**src/arm_pkg.sv**
```systemverilog
package arm_pkg;

    //////////////////////////////////////////////////
    // word sizes
    //////////////////////////////////////////////////

    // data path width
    localparam int WORD = 32;
    // thumb instruction width
    localparam int HALF_WORD = 16;
    // low registers r0 to r7 only
    localparam int ADDR_WIDTH = 3;

    //////////////////////////////////////////////////
    // decode control
    //////////////////////////////////////////////////

    // pass forwards operand 2 unchanged, used by mov
    typedef enum logic [2:0] {
        ALU_PASS,
        ALU_ADD,
        ALU_SUB,
        ALU_AND,
        ALU_EOR,
        ALU_ORR
    } alu_control_signal;

    typedef enum logic {
        SRC_REG,
        SRC_IMM
    } alu_input_source;

    typedef enum logic {
        REG_WRITE_DIS,
        REG_WRITE_EN
    } reg_file_write_sig;

endpackage

```
**src/program_counter.sv**
```systemverilog
`timescale 1ns/1ps

module program_counter #(
    parameter int PROGRAM_DEPTH = 64
) (
    input  logic                     clk_i,
    input  logic                     reset_i,
    input  logic                     program_mem_write_en_i,
    input  logic                     stall_pipeline_i,
    output logic                     is_valid_o,
    output logic [arm_pkg::WORD-1:0] program_counter_o
);
    import arm_pkg::*;

    // byte address of the last halfword before wrap
    localparam int LAST_ADDR = 2 * (PROGRAM_DEPTH - 1);

    always_ff @(posedge clk_i) begin
        if (reset_i || program_mem_write_en_i) begin
            program_counter_o <= '0;
            is_valid_o        <= 1'b0;
        end else if (!is_valid_o) begin
            // first cycle after reset or load, address zero not yet fetched
            is_valid_o <= 1'b1;
        end else if (!stall_pipeline_i) begin
            if (program_counter_o == WORD'(LAST_ADDR))
                program_counter_o <= '0;
            else
                program_counter_o <= program_counter_o + WORD'(2);
        end
    end

    // halfword fetch never lands on an odd byte
    a_pc_even: assert property (@(posedge clk_i) disable iff (reset_i)
        program_counter_o[0] == 1'b0);

endmodule

```
**src/instruction_mem.sv**
```systemverilog
`timescale 1ns/1ps

module instruction_mem #(
    parameter int PROGRAM_DEPTH = 64
) (
    input  logic                          clk_i,
    input  logic                          reset_i,
    input  logic                          program_mem_write_en_i,
    input  logic                          is_valid_i,
    input  logic                          stall_pipeline_i,
    input  logic [arm_pkg::HALF_WORD-1:0] instruction_i,
    input  logic [arm_pkg::WORD-1:0]      instruction_addr_i,
    output logic                          is_valid_o,
    output logic [arm_pkg::HALF_WORD-1:0] instruction_o
);
    import arm_pkg::*;

    localparam int INDEX_WIDTH = $clog2(PROGRAM_DEPTH);

    logic [HALF_WORD-1:0]   mem_array [PROGRAM_DEPTH];
    logic [INDEX_WIDTH-1:0] mem_index;

    // byte address to halfword slot
    assign mem_index = instruction_addr_i[INDEX_WIDTH:1];

    always_ff @(posedge clk_i) begin
        if (reset_i) begin
            // unloaded memory reads as halfword zero, a no-op
            for (int i = 0; i < PROGRAM_DEPTH; i++) begin
                mem_array[i] <= '0;
            end
            is_valid_o <= 1'b0;
        end else if (program_mem_write_en_i) begin
            mem_array[mem_index] <= instruction_i;
            is_valid_o           <= 1'b0;
        end else if (!stall_pipeline_i) begin
            instruction_o <= mem_array[mem_index];
            is_valid_o    <= is_valid_i;
        end
    end

endmodule

```
**src/reg_file.sv**
```systemverilog
`timescale 1ns/1ps

module reg_file (
    input  logic                           clk_i,
    input  logic                           reset_i,
    input  logic                           write_en_i,
    input  logic [arm_pkg::ADDR_WIDTH-1:0] write_addr_i,
    input  logic [arm_pkg::WORD-1:0]       write_data_i,
    input  logic [arm_pkg::ADDR_WIDTH-1:0] read_addr_1_i,
    input  logic [arm_pkg::ADDR_WIDTH-1:0] read_addr_2_i,
    output logic [arm_pkg::WORD-1:0]       read_data_1_o,
    output logic [arm_pkg::WORD-1:0]       read_data_2_o
);
    import arm_pkg::*;

    logic [WORD-1:0] regs [2**ADDR_WIDTH];

    always_ff @(posedge clk_i) begin
        if (reset_i) begin
            for (int i = 0; i < 2**ADDR_WIDTH; i++) begin
                regs[i] <= '0;
            end
        end else if (write_en_i) begin
            regs[write_addr_i] <= write_data_i;
        end
    end

    // write-through, so decode sees the write-back of this cycle
    assign read_data_1_o = (write_en_i && write_addr_i == read_addr_1_i) ?
                           write_data_i : regs[read_addr_1_i];
    assign read_data_2_o = (write_en_i && write_addr_i == read_addr_2_i) ?
                           write_data_i : regs[read_addr_2_i];

endmodule

```
**src/decode_block.sv**
```systemverilog
`timescale 1ns/1ps

module decode_block (
    input  logic                           clk_i,
    input  logic                           reset_i,
    input  logic                           is_valid_i,
    input  logic                           reg_file_write_en_i,
    input  logic [arm_pkg::ADDR_WIDTH-1:0] reg_write_addr_i,
    input  logic [arm_pkg::WORD-1:0]       reg_data_i,
    input  logic [arm_pkg::HALF_WORD-1:0]  instruction_i,
    output arm_pkg::alu_control_signal     alu_control_signal_o,
    output arm_pkg::alu_input_source       alu_input_2_select_o,
    output arm_pkg::reg_file_write_sig     reg_file_write_en_o,
    output logic [arm_pkg::ADDR_WIDTH-1:0] reg_dest_addr_o,
    output logic [arm_pkg::WORD-1:0]       immediate_o,
    output logic [arm_pkg::WORD-1:0]       reg_1_data_o,
    output logic [arm_pkg::WORD-1:0]       reg_2_data_o,
    output logic                           pipeline_ctrl_sig_o,
    output logic                           is_valid_o
);
    import arm_pkg::*;

    alu_control_signal     alu_op;
    alu_input_source       src_2_sel;
    reg_file_write_sig     write_en;
    logic [ADDR_WIDTH-1:0] read_addr_1;
    logic [ADDR_WIDTH-1:0] read_addr_2;
    logic [ADDR_WIDTH-1:0] dest_addr;
    logic [WORD-1:0]       imm_ext;
    logic [WORD-1:0]       read_data_1;
    logic [WORD-1:0]       read_data_2;
    logic                  uses_reg_1;
    logic                  uses_reg_2;
    logic                  ex_writes;

    //////////////////////////////////////////////////
    // thumb field decode
    //////////////////////////////////////////////////
    always_comb begin
        alu_op      = ALU_PASS;
        src_2_sel   = SRC_REG;
        write_en    = REG_WRITE_DIS;
        read_addr_1 = instruction_i[2:0];
        read_addr_2 = instruction_i[5:3];
        dest_addr   = instruction_i[2:0];
        imm_ext     = WORD'(instruction_i[7:0]);
        uses_reg_1  = 1'b0;
        uses_reg_2  = 1'b0;
        if (instruction_i[15:13] == 3'b001) begin
            // format 3, rd op imm8 (cmp has no flags here, stays a no-op)
            dest_addr   = instruction_i[10:8];
            read_addr_1 = instruction_i[10:8];
            src_2_sel   = SRC_IMM;
            case (instruction_i[12:11])
                2'b00: write_en = REG_WRITE_EN;
                2'b10: begin
                    alu_op     = ALU_ADD;
                    write_en   = REG_WRITE_EN;
                    uses_reg_1 = 1'b1;
                end
                2'b11: begin
                    alu_op     = ALU_SUB;
                    write_en   = REG_WRITE_EN;
                    uses_reg_1 = 1'b1;
                end
                default: write_en = REG_WRITE_DIS;
            endcase
        end else if (instruction_i[15:10] == 6'b000110) begin
            // format 2 register form, rd = rs +/- rn
            read_addr_1 = instruction_i[5:3];
            read_addr_2 = instruction_i[8:6];
            alu_op      = instruction_i[9] ? ALU_SUB : ALU_ADD;
            write_en    = REG_WRITE_EN;
            uses_reg_1  = 1'b1;
            uses_reg_2  = 1'b1;
        end else if (instruction_i[15:10] == 6'b010000) begin
            // format 4, rd = rd op rs
            uses_reg_1 = 1'b1;
            uses_reg_2 = 1'b1;
            write_en   = REG_WRITE_EN;
            case (instruction_i[9:6])
                4'b0000: alu_op = ALU_AND;
                4'b0001: alu_op = ALU_EOR;
                4'b1100: alu_op = ALU_ORR;
                default: write_en = REG_WRITE_DIS;
            endcase
        end
    end

    reg_file i_reg_file (
        .clk_i        (clk_i),
        .reset_i      (reset_i),
        .write_en_i   (reg_file_write_en_i),
        .write_addr_i (reg_write_addr_i),
        .write_data_i (reg_data_i),
        .read_addr_1_i(read_addr_1),
        .read_addr_2_i(read_addr_2),
        .read_data_1_o(read_data_1),
        .read_data_2_o(read_data_2)
    );

    //////////////////////////////////////////////////
    // hazard against the instruction in execute
    //////////////////////////////////////////////////
    assign ex_writes = is_valid_o && (reg_file_write_en_o == REG_WRITE_EN);
    assign pipeline_ctrl_sig_o = is_valid_i && ex_writes &&
        ((uses_reg_1 && reg_dest_addr_o == read_addr_1) ||
         (uses_reg_2 && reg_dest_addr_o == read_addr_2));

    always_ff @(posedge clk_i) begin
        if (reset_i) begin
            is_valid_o          <= 1'b0;
            reg_file_write_en_o <= REG_WRITE_DIS;
        end else if (pipeline_ctrl_sig_o) begin
            // bubble to execute, instruction waits here
            is_valid_o <= 1'b0;
        end else begin
            is_valid_o          <= is_valid_i;
            reg_file_write_en_o <= write_en;
        end
    end

    always_ff @(posedge clk_i) begin
        if (!pipeline_ctrl_sig_o) begin
            alu_control_signal_o <= alu_op;
            alu_input_2_select_o <= src_2_sel;
            reg_dest_addr_o      <= dest_addr;
            immediate_o          <= imm_ext;
            reg_1_data_o         <= read_data_1;
            reg_2_data_o         <= read_data_2;
        end
    end

    a_stall_needs_valid: assert property (@(posedge clk_i) disable iff (reset_i)
        $rose(pipeline_ctrl_sig_o) |-> is_valid_i);

endmodule

```
**src/execute_block.sv**
```systemverilog
`timescale 1ns/1ps

module execute_block (
    input  logic                           clk_i,
    input  logic                           reset_i,
    input  logic                           is_valid_i,
    input  arm_pkg::alu_control_signal     alu_control_signal_i,
    input  arm_pkg::alu_input_source       alu_input_2_select_i,
    input  arm_pkg::reg_file_write_sig     reg_file_write_en_i,
    input  logic [arm_pkg::ADDR_WIDTH-1:0] reg_dest_addr_i,
    input  logic [arm_pkg::WORD-1:0]       immediate_i,
    input  logic [arm_pkg::WORD-1:0]       reg_1_data_i,
    input  logic [arm_pkg::WORD-1:0]       reg_2_data_i,
    output logic                           wb_valid_o,
    output logic [arm_pkg::ADDR_WIDTH-1:0] wb_reg_o,
    output logic [arm_pkg::WORD-1:0]       wb_data_o
);
    import arm_pkg::*;

    logic [WORD-1:0] operand_2;
    logic [WORD-1:0] alu_result;

    //////////////////////////////////////////////////
    // alu
    //////////////////////////////////////////////////
    assign operand_2 = (alu_input_2_select_i == SRC_IMM) ? immediate_i : reg_2_data_i;

    // add and sub simply wrap at 32 bits
    always_comb begin
        case (alu_control_signal_i)
            ALU_ADD: alu_result = reg_1_data_i + operand_2;
            ALU_SUB: alu_result = reg_1_data_i - operand_2;
            ALU_AND: alu_result = reg_1_data_i & operand_2;
            ALU_EOR: alu_result = reg_1_data_i ^ operand_2;
            ALU_ORR: alu_result = reg_1_data_i | operand_2;
            default: alu_result = operand_2;
        endcase
    end

    //////////////////////////////////////////////////
    // write-back register
    //////////////////////////////////////////////////
    always_ff @(posedge clk_i) begin
        if (reset_i)
            wb_valid_o <= 1'b0;
        else
            wb_valid_o <= is_valid_i && (reg_file_write_en_i == REG_WRITE_EN);
    end

    always_ff @(posedge clk_i) begin
        if (is_valid_i) begin
            wb_reg_o  <= reg_dest_addr_i;
            wb_data_o <= alu_result;
        end
    end

    a_wb_quiet_after_reset: assert property (@(posedge clk_i)
        reset_i |=> !wb_valid_o);

endmodule

```
**src/arm_cpu.sv**
```systemverilog
`timescale 1ns/1ps

module arm_cpu #(
    parameter int PROGRAM_DEPTH = 64
) (
    input  logic                           clk_i,
    input  logic                           reset_i,
    input  logic                           program_mem_write_en_i,
    input  logic [arm_pkg::HALF_WORD-1:0]  instruction_i,
    input  logic [arm_pkg::WORD-1:0]       instruction_addr_i,
    output logic                           wb_valid_o,
    output logic [arm_pkg::ADDR_WIDTH-1:0] wb_reg_o,
    output logic [arm_pkg::WORD-1:0]       wb_data_o
);
    import arm_pkg::*;

    //////////////////////////////////////////////////
    // fetch
    //////////////////////////////////////////////////
    logic                 is_valid_pc_to_fetch;
    logic [WORD-1:0]      pc_to_fetch;
    logic [WORD-1:0]      fetch_addr;
    logic                 is_valid_fetch_to_decode;
    logic [HALF_WORD-1:0] instruction_fetch_to_decode;

    //////////////////////////////////////////////////
    // decode to execute
    //////////////////////////////////////////////////
    logic                  stall_from_decode;
    alu_control_signal     alu_control_signal_decode_to_exe;
    alu_input_source       alu_input_2_select_decode_to_exe;
    reg_file_write_sig     reg_file_write_en_decode_to_exe;
    logic [ADDR_WIDTH-1:0] reg_dest_addr_decode_to_exe;
    logic [WORD-1:0]       immediate_decode_to_exe;
    logic [WORD-1:0]       reg_1_data_decode_to_exe;
    logic [WORD-1:0]       reg_2_data_decode_to_exe;
    logic                  is_valid_decode_to_exe;

    // load address wins while a program is written
    assign fetch_addr = program_mem_write_en_i ? instruction_addr_i : pc_to_fetch;

    program_counter #(.PROGRAM_DEPTH(PROGRAM_DEPTH)) i_program_counter (
        .clk_i                 (clk_i),
        .reset_i               (reset_i),
        .program_mem_write_en_i(program_mem_write_en_i),
        .stall_pipeline_i      (stall_from_decode),
        .is_valid_o            (is_valid_pc_to_fetch),
        .program_counter_o     (pc_to_fetch)
    );

    instruction_mem #(.PROGRAM_DEPTH(PROGRAM_DEPTH)) i_instruction_mem (
        .clk_i                 (clk_i),
        .reset_i               (reset_i),
        .program_mem_write_en_i(program_mem_write_en_i),
        .is_valid_i            (is_valid_pc_to_fetch),
        .stall_pipeline_i      (stall_from_decode),
        .instruction_i         (instruction_i),
        .instruction_addr_i    (fetch_addr),
        .is_valid_o            (is_valid_fetch_to_decode),
        .instruction_o         (instruction_fetch_to_decode)
    );

    decode_block i_decode_block (
        .clk_i               (clk_i),
        .reset_i             (reset_i),
        .is_valid_i          (is_valid_fetch_to_decode),
        .reg_file_write_en_i (wb_valid_o),
        .reg_write_addr_i    (wb_reg_o),
        .reg_data_i          (wb_data_o),
        .instruction_i       (instruction_fetch_to_decode),
        .alu_control_signal_o(alu_control_signal_decode_to_exe),
        .alu_input_2_select_o(alu_input_2_select_decode_to_exe),
        .reg_file_write_en_o (reg_file_write_en_decode_to_exe),
        .reg_dest_addr_o     (reg_dest_addr_decode_to_exe),
        .immediate_o         (immediate_decode_to_exe),
        .reg_1_data_o        (reg_1_data_decode_to_exe),
        .reg_2_data_o        (reg_2_data_decode_to_exe),
        .pipeline_ctrl_sig_o (stall_from_decode),
        .is_valid_o          (is_valid_decode_to_exe)
    );

    execute_block i_execute_block (
        .clk_i               (clk_i),
        .reset_i             (reset_i),
        .is_valid_i          (is_valid_decode_to_exe),
        .alu_control_signal_i(alu_control_signal_decode_to_exe),
        .alu_input_2_select_i(alu_input_2_select_decode_to_exe),
        .reg_file_write_en_i (reg_file_write_en_decode_to_exe),
        .reg_dest_addr_i     (reg_dest_addr_decode_to_exe),
        .immediate_i         (immediate_decode_to_exe),
        .reg_1_data_i        (reg_1_data_decode_to_exe),
        .reg_2_data_i        (reg_2_data_decode_to_exe),
        .wb_valid_o          (wb_valid_o),
        .wb_reg_o            (wb_reg_o),
        .wb_data_o           (wb_data_o)
    );

endmodule

```
**config.mk**
```make
export PLATFORM = sky130hd
export DESIGN_NAME = arm_cpu
export DESIGN_NICKNAME = d
export VERILOG_FILES = /design/src/arm_pkg.sv /design/src/program_counter.sv /design/src/instruction_mem.sv /design/src/reg_file.sv /design/src/decode_block.sv /design/src/execute_block.sv /design/src/arm_cpu.sv
export SDC_FILE = /design/constraint.sdc
export NUM_CORES = 2
export LEC_CHECK = 0
export BUFFER_PORTS_ARGS = -buffer_cell sky130_fd_sc_hd__buf_2
export CAP_MARGIN = 10
export CORE_MARGIN = 4
export CORE_UTILIZATION = 60
export CTS_CLUSTER_SIZE = 25
export DETAILED_ROUTE_END_ITERATION = 8
export GPL_TIMING_DRIVEN = 1
export PLACE_DENSITY = 0.76
export RECOVER_POWER = 100
export SYNTH_ARGS = -nofsm -noshare
export SYNTH_HDL_FRONTEND = slang
export SYNTH_SLANG_ARGS = --single-unit
```
**constraint.sdc**
```tcl
create_clock -name clk_i -period 5.8 [get_ports clk_i]
set_input_delay 0.58 -clock clk_i [delete_from_list [all_inputs] [get_ports clk_i]]
set_output_delay 0.58 -clock clk_i [all_outputs]
set_load 0.01 [all_outputs]
```
Word level (Yosys, flattened, before mapping)
Memory sizes are Yosys's and may differ from the RTL's. A register that Yosys moved wholly into a read port is not among the register bits.
Index checks and enable logic that the tools add are counted.
{ "classes": {"bitwise_logic": 6, "n_eq_ne": 17, "n_reduce_logical": 20, "muxes": 43, "add_sub_neg": 3} }
{ "op_table": {"columns": ["cell", "count"], "rows": [
  ["32-bit two-way mux", 5],
  ["32-bit one-hot mux with 5 select lines", 1],
  ["32-bit by 2-bit adder with 32-bit output (second input constant)", 1],
  ["32-bit adder", 1],
  ["32-bit AND", 1],
  ["32-bit by 7-bit == test with 1-bit output (second input constant)", 1],
  ["32-bit OR", 1],
  ["32-bit OR reduction", 1],
  ["32-bit subtractor", 1],
  ["32-bit XOR", 1],
  ["3-bit two-way mux", 9],
  ["1-bit two-way mux", 22],
  ["16-bit two-way mux", 1],
  ["16-bit OR reduction", 1],
  ["3-bit == test", 4],
  ["3-bit one-hot mux with 3 select lines", 1],
  ["1-bit logical AND", 7],
  ["7-bit two-way mux", 1],
  ["3-bit by 1-bit == test with 1-bit output (second input constant)", 2],
  ["3-bit by 2-bit == test with 1-bit output (second input constant)", 2],
  ["3-bit == test (second input constant)", 2],
  ["6-bit by 3-bit == test with 1-bit output (second input constant)", 1],
  ["6-bit by 5-bit == test with 1-bit output (second input constant)", 1],
  ["6-bit two-way mux", 1],
  ["13 further kinds", 20]
]} }
{ "totals": {"memories": 2, "ramBits": 1280, "output_inout_bits": 36, "regBits": 151, "inputBits": 51} }
{ "memory_table": {"columns": ["memory", "words", "width", "read_ports", "rd_clocked_by_memory_dff", "wr", "line", "rtl"], "rows": [
  ["i_instruction_mem.mem_array", 64, 16, 1, 1, 64, "instruction_mem.sv:20", "logic [HALF_WORD-1:0] mem_array [PROGRAM_DEPTH];"],
  ["i_decode_block.i_reg_file.regs", 8, 32, 2, 0, 8, "reg_file.sv:16", "logic [WORD-1:0] regs [2**ADDR_WIDTH];"]
]} }

Depth between registers and ports, before layout
{ "depth": {"word_depth": 9, "mapped_depth": 20, "depth_no_buf": 16} }

Modules after synthesis
A second synthesis with hierarchy kept.
{ "hier_totals": {"hier_cells": 5605, "hier_area_um2": 74144.9} }
{ "modules_own_cells": {"columns": ["module", "n_inst", "area_per_inst_um2", "seq_area_each_um2", "cells_each"], "rows": [
  ["instruction_mem", 1, 47835.9, 31250.0, 3486],
  ["reg_file", 1, 14478.9, 7687.4, 865],
  ["execute_block", 1, 6458.7, 1071.0, 831],
  ["decode_block", 1, 3218.1, 2412.3, 209],
  ["program_counter", 1, 1609.0, 640.6, 178],
  ["arm_cpu", 1, 544.3, 0.0, 36]
]} }

Worst setup path after synthesis
Ideal clock, no wire load.
{ "synth_timing": {"kind": "flip-flop to flip-flop", "from": "reg i_decode_block.alu_input_2_select_o", "to": "reg i_execute_block.wb_data_o[31] (netlist name) (data pin)", "path_stages_with_launch": 21, "t_required_ns": 5.526, "arrival_ns": 4.555, "n_path_buf": 4, "period_less_slack_ns": 4.829, "setup_ns": 0.274, "slack_ns": 0.971, "cell_sequence": "edfxtp_1 buf_2 buf_2 buf_2 buf_1 mux2i_1 ha_1 o211a_1 nand4b_1 nor3_1 a21oi_1 xnor2_1 ha_1 a21oi_1 o21ai_0 a21o_1 a221o_1 a31oi_1 o21ai_0 o2111ai_1 o311ai_1"} }
{ "synth_between": {"elab_chain_cells": 3, "word_cells_on_any_way": 7} }
{ "synth_rtl": {"columns": ["item", "line", "rtl"], "rows": [
  ["start: declaration", "decode_block.sv:12", "output arm_pkg::alu_input_source alu_input_2_select_o,"],
  ["start signal: assignment", "decode_block.sv:126", "alu_input_2_select_o <= src_2_sel;"],
  ["32-bit two-way mux *", "execute_block.sv:26", "assign operand_2 = (alu_input_2_select_i == SRC_IMM) ? immediate_i : reg_2_data_i;"],
  ["32-bit subtractor, or another cell as far along", "execute_block.sv:32", "ALU_SUB: alu_result = reg_1_data_i - operand_2;"],
  ["32-bit one-hot mux with 5 select lines *", "execute_block.sv:30", "case (alu_control_signal_i)"],
  ["named net i_execute_block.alu_result[31]", "execute_block.sv:21", "logic [WORD-1:0] alu_result;"],
  ["end signal: assignment", "execute_block.sv:53", "wb_data_o <= alu_result;"],
  ["end: declaration", "execute_block.sv:16", "output logic [arm_pkg::WORD-1:0] wb_data_o"]
]} }
Mark *: on every way through the listed nets, which the timed path passes. The rest lies on a longest branch.
A chain may end at the register's enable or synchronous reset.

==> flow_metrics.py <==
metrics = {
    "global_routing": {
        "overflow": 0,
        "wire_length_of_the_first_global_routing_pass_mm": 321.1,
        "global_route.usage.total": 0.3524,
        "pin_count_of_the_biggest_net_entering_global_routing": 71,
        "grt_antenna_before_repair": 7,
        "first_global_vias": 50069,
    },
    "clocking": {
        "clk_pin_slew_ps": 60,
        "h_tree_levels": 4,
        "tritoncts": "done",
        "post_cts_setup_driven_buffer_insertion_count": 0,
        "cts_inserted_buffers": 150,
        "post_cts_hold_buffer_count": 0,
        "post_cts_resize_count": 0,
        "max-clock-path-buffers": 3,
        "clock_tree.root_cell": "sky130_fd_sc_hd__clkbuf_16",
        "clk_latency_ps": 770,
        "clock_sink_count": 1446,
    },
    "yosys": {
        "synth_xor_xnor_area_share": 0.007842,
        "number_of_synthesized_flops_with_an_enable_pin": 1410,
        "synth.yosys.seq_area_share": 0.6120,
        "yosysUniqueCellTypes": 85,
        "post_synth.cell_area_avg_um2": 11.46,
        "synth_simple_gate_area_frac": 0.2123,
        "postSynthRegisterBits": 1446,
        "synth.cell_area_um2": 70360,
        "ys.warnings.count": 0,
        "synth.mux.area_fraction": 0.005833,
        "ys_dominant_reg_cell": "sky130_fd_sc_hd__edfxtp_1",
        "synth_compound_gate_area_share": 0.1112,
        "async_reset_ff_frac": 0,
        "share_of_synthesized_cell_area_in_full_adder_half_adder_and_majority_cells": 0.01771,
        "synth_top_family_by_area": "simple AND/OR/NAND/NOR gates",
        "postSynthNetCount": 6289,
        "synthesis.instances": 6139,
    },
    "setup_path": {
        "worstSetupEndpointType": "register",
        "rr_endpoint": "i_instruction_mem.mem_array[54][15]$_SDFFCE_PN0P_",
        "worst_r2r_path_depth": 7,
        "cpMostUsedCell": "sky130_fd_sc_hd__clkbuf_1",
        "critical_path_type": "reg -> reg",
        "worst-endpoint-arrival_ps": 6180,
        "setup.worst_path.start_class": "register",
        "slowest_delay_ps": 2030,
        "reg2reg_from": "i_program_counter.program_counter_o[1]$_SDFFE_PN0P_",
        "cp_cell_sequence": "mux2_4 > a21oi_1 > nand2_1 > clkbuf_1 > nor2_1 > clkbuf_1 > or2_1",
        "critical_path.slowest_cell": "sky130_fd_sc_hd__a21oi_1",
        "crit_cells": 7,
        "r2r_slack_ps": 9,
        "cp_data_required_time_ps": 6190,
        "critical_path.top_delay_family": "compound AO/OA/AOI/OAI gates",
        "critical_path_peak_fanout": 24,
        "crit_buf_inv": 2,
    },
    "power_and_ir_drop": {
        "power_density_nw_per_um2": 315.7,
        "netSwitchingFraction": 0.2558,
        "power.leakage_nw": 27.33,
        "p_sw_mw": 6.191,
        "post-layout-total-power_mw": 24.20,
        "p_int_mw": 18.01,
        "logic_gate_share_of_total_power": 0.109,
        "irDropWorstVdd_mv": 0.3498,
        "pwr-share-clk": 0.390,
        "sequentialPowerShare": 0.502,
    },
    "final_layout": {
        "design_area_um2": 76680,
        "mostFrequentLayoutCell": "sky130_fd_sc_hd__edfxtp_1",
        "fin_nets": 6201,
        "layout_common_cells": "sky130_fd_sc_hd__edfxtp_1, sky130_fd_sc_hd__nand2_1, sky130_fd_sc_hd__and2_0, sky130_fd_sc_hd__and2_1, sky130_fd_sc_hd__a22oi_1",
        "layout.filler_cells": 8632,
        "area.growth.synth_to_final_pct": 8.986,
        "final_util": 0.6590,
        "drive_above_1_share": 0.06431,
    },
    "detailed_routing": {
        "detail_route.wl_per_cell_um": 28.46,
        "firstDrtPassIters": 7,
        "routed_wirelength_mm": 219.1,
        "routed-via-count": 51147,
        "avgViaCountPerCell": 6.643,
        "antenna_violating_nets_post_route": 0,
        "drt_drc_violations_left": 0,
        "dr.first_iter.drc_count": 7221,
    },
    "placement": {
        "hpwlAfterDp_mm": 132.1,
        "portBuffers": 60,
        "gp_routability_congestion": 0.9664,
        "placed_cell_area_um2": 72500,
    },
    "timing": {
        "max_slew_margin": -0.8361,
        "report.final.slew_viol_count": 938,
        "setup_violations": 0,
        "period_share": 0.9985,
        "clock.fmax_mhz": 172.7,
        "worst_slew_pin_slew_ps": 2754,
        "final.setup.tns_ps": 0,
        "unrepaired_setup_endpoints_after_global_routing": "no",
        "finalHoldWorstSlack_ps": 256.0,
        "hold_viol": 0,
        "fin_crit_ps": 5791,
        "final.setup_skew_ps": 24.33,
    },
    "hold_path": {
        "hold_start": "instruction_i[10]",
        "timing.hold.worst.class": "in -> reg",
        "worstHoldPathCells": 2,
        "holdPathEnd": "i_instruction_mem.mem_array[57][10]$_SDFFCE_PN0P_",
    },
    "floorplanning": {
        "floorplan.rows": 125,
        "die_height_um": 350.4,
        "ios": 87,
        "design.core.area_um2": 116400,
        "start_util": 0.6047,
        "width_of_the_die_um": 350.4,
        "die-area_um2": 122800,
    },
    "outcome": {
        "outcome": "finished, violations left",
        "failed_checks": "max-capacitance violations, max-slew violations",
    },
    "job": {
        "maxCapViolCount": 40,
    },
}
[flip-flops by register name, summed over array words and instances (netlist names)]
signal and cells:
i_decode_block.is_valid_o 1, i_instruction_mem.mem_array 1024, i_execute_block.wb_valid_o 1, i_instruction_mem.is_valid_o 1, i_instruction_mem.instruction_o 16, i_program_counter.program_counter_o 31
i_program_counter.is_valid_o 1, i_decode_block.reg_1_data_o 32, i_execute_block.wb_reg_o 3, i_decode_block.immediate_o 8, i_decode_block.reg_file_write_en_o 1, i_decode_block.reg_2_data_o 32
i_execute_block.wb_data_o 32, i_decode_block.alu_control_signal_o 3, i_decode_block.alu_input_2_select_o 1, i_decode_block.i_reg_file.regs 256, i_decode_block.reg_dest_addr_o 3
[cells by family after synthesis]
group	count (synthesis)
and+or+nand+nor	2796
DFF	1446
AOI/OAI and AO/OA	1098
buffers and inverters	597
adders and majority gates	99
xor gates and xnor gates	63
muxes	40
[final cells by class]
cell class / count / area (um^2) / share of cell area
timing repair buffer: 267 / 1604 / 0.02092
tap: 1524 / 1907 / 0.02487
antenna: 2 / 5.005 / 0.00006527
inverter: 90 / 339.1 / 0.004422
clock buffer: 193 / 3968 / 0.05174
clock inverter: 81 / 777.0 / 0.01013
multi-input combinational: 4096 / 25020 / 0.3263
sequential: 1446 / 43060 / 0.5616
[synth_stat cells, drive strengths merged, types with 6 or more instances]
library cell | instances | area (um^2)
buf | 121 | 544.3
a221oi | 62 | 543.0
and2 | 1294 | 8095
or3 | 6 | 37.54
xnor2 | 54 | 473.0
mux2i | 35 | 354.1
o21bai | 8 | 60.06
nor2 | 208 | 790.8
a21o | 15 | 112.6
a211oi | 8 | 60.06
xor2 | 9 | 78.83
a22oi | 308 | 2312
inv | 89 | 334.1
nand2 | 729 | 2736
nand2b | 35 | 219.0
o211ai | 12 | 90.09
nor2b | 9 | 56.30
a32o | 9 | 90.09
o22ai | 24 | 163.9
a222oi | 57 | 570.6
and3 | 53 | 331.6
a311oi | 37 | 324.1
nand4 | 54 | 337.8
o221ai | 6 | 52.55
a31oi | 99 | 619.3
a21oi | 147 | 735.7
clkbuf | 386 | 1450
o21ai | 164 | 828.3
a22o | 62 | 543.0
o311ai | 6 | 52.55
a41oi | 21 | 183.9
edfxtp | 1410 | 42340
dfxtp | 36 | 720.7
nor3 | 47 | 250.2
nand3 | 225 | 1126
or2 | 77 | 481.7
nor4 | 34 | 259.0
ha | 98 | 1226
a221o | 13 | 130.1
[layer usage]
layer | up-vias | track usage | wire (um)
met3 | 774 | 0.06877 | 24990
met4 | 2 | 0.2099 | 15480
met1 | 24734 | 0.4431 | 76180
met5 | - | 0 | 7
li1 | 22101 | - | -
met2 | 3536 | 0.5708 | 102400
[worst max path at each step]
stage | startpoint | to | slack, ps
6_report | i_program_counter.program_counter_o[1]$_SDFFE_PN0P_ | i_instruction_mem.mem_array[54][15]$_SDFFCE_PN0P_ | 9
5_1_grt | i_program_counter.program_counter_o[1]$_SDFFE_PN0P_ | i_instruction_mem.mem_array[54][4]$_SDFFCE_PN0P_ | 60
4_1_cts | i_decode_block.alu_input_2_select_o$_DFFE_PN_ | i_execute_block.wb_data_o[31]$_DFFE_PP_ | 450
3_5_place_dp | i_decode_block.alu_input_2_select_o$_DFFE_PN_ | i_execute_block.wb_data_o[31]$_DFFE_PP_ | 480
3_3_place_gp | i_decode_block.alu_input_2_select_o$_DFFE_PN_ | i_execute_block.wb_data_o[31]$_DFFE_PP_ | 540
2_1_floorplan | i_decode_block.alu_input_2_select_o$_DFFE_PN_ | i_execute_block.wb_data_o[31]$_DFFE_PP_ | 970
[power by group through the flow]
stage                     Combinational (mW)  Clock, mW  Sequential, mW
after floorplan                         1.70          0            12.2
after global placement                  2.53          0            12.3
after detailed placement                2.57          0            12.3
after CTS                               2.59       9.44            12.1
after global routing                    2.82       9.90            12.2
final                                   2.63       9.43            12.1
[worst register-to-register path, delay by kind of cell, from the launching register on]
| family | cells | cell delay, ps |
|---|---|---|
| multiplexers | 1 | 520 |
| buffers and inverters | 2 | 1290 |
| AO/OA/AOI/OAI | 1 | 2040 |
| flip-flops | 1 | 390 |
| AND/OR/NAND/NOR | 3 | 1170 |
[through the flow]
step | cells | setup WS, ps
after floorplan | 6139 | 971.1
after global placement | 7421 | 543.5
after detailed placement | 7421 | 478.7
after CTS | 7695 | 445.8
after global routing | 7699 | 57.98
final | 7699 | 8.805
(Power assumes the default switching activity.)
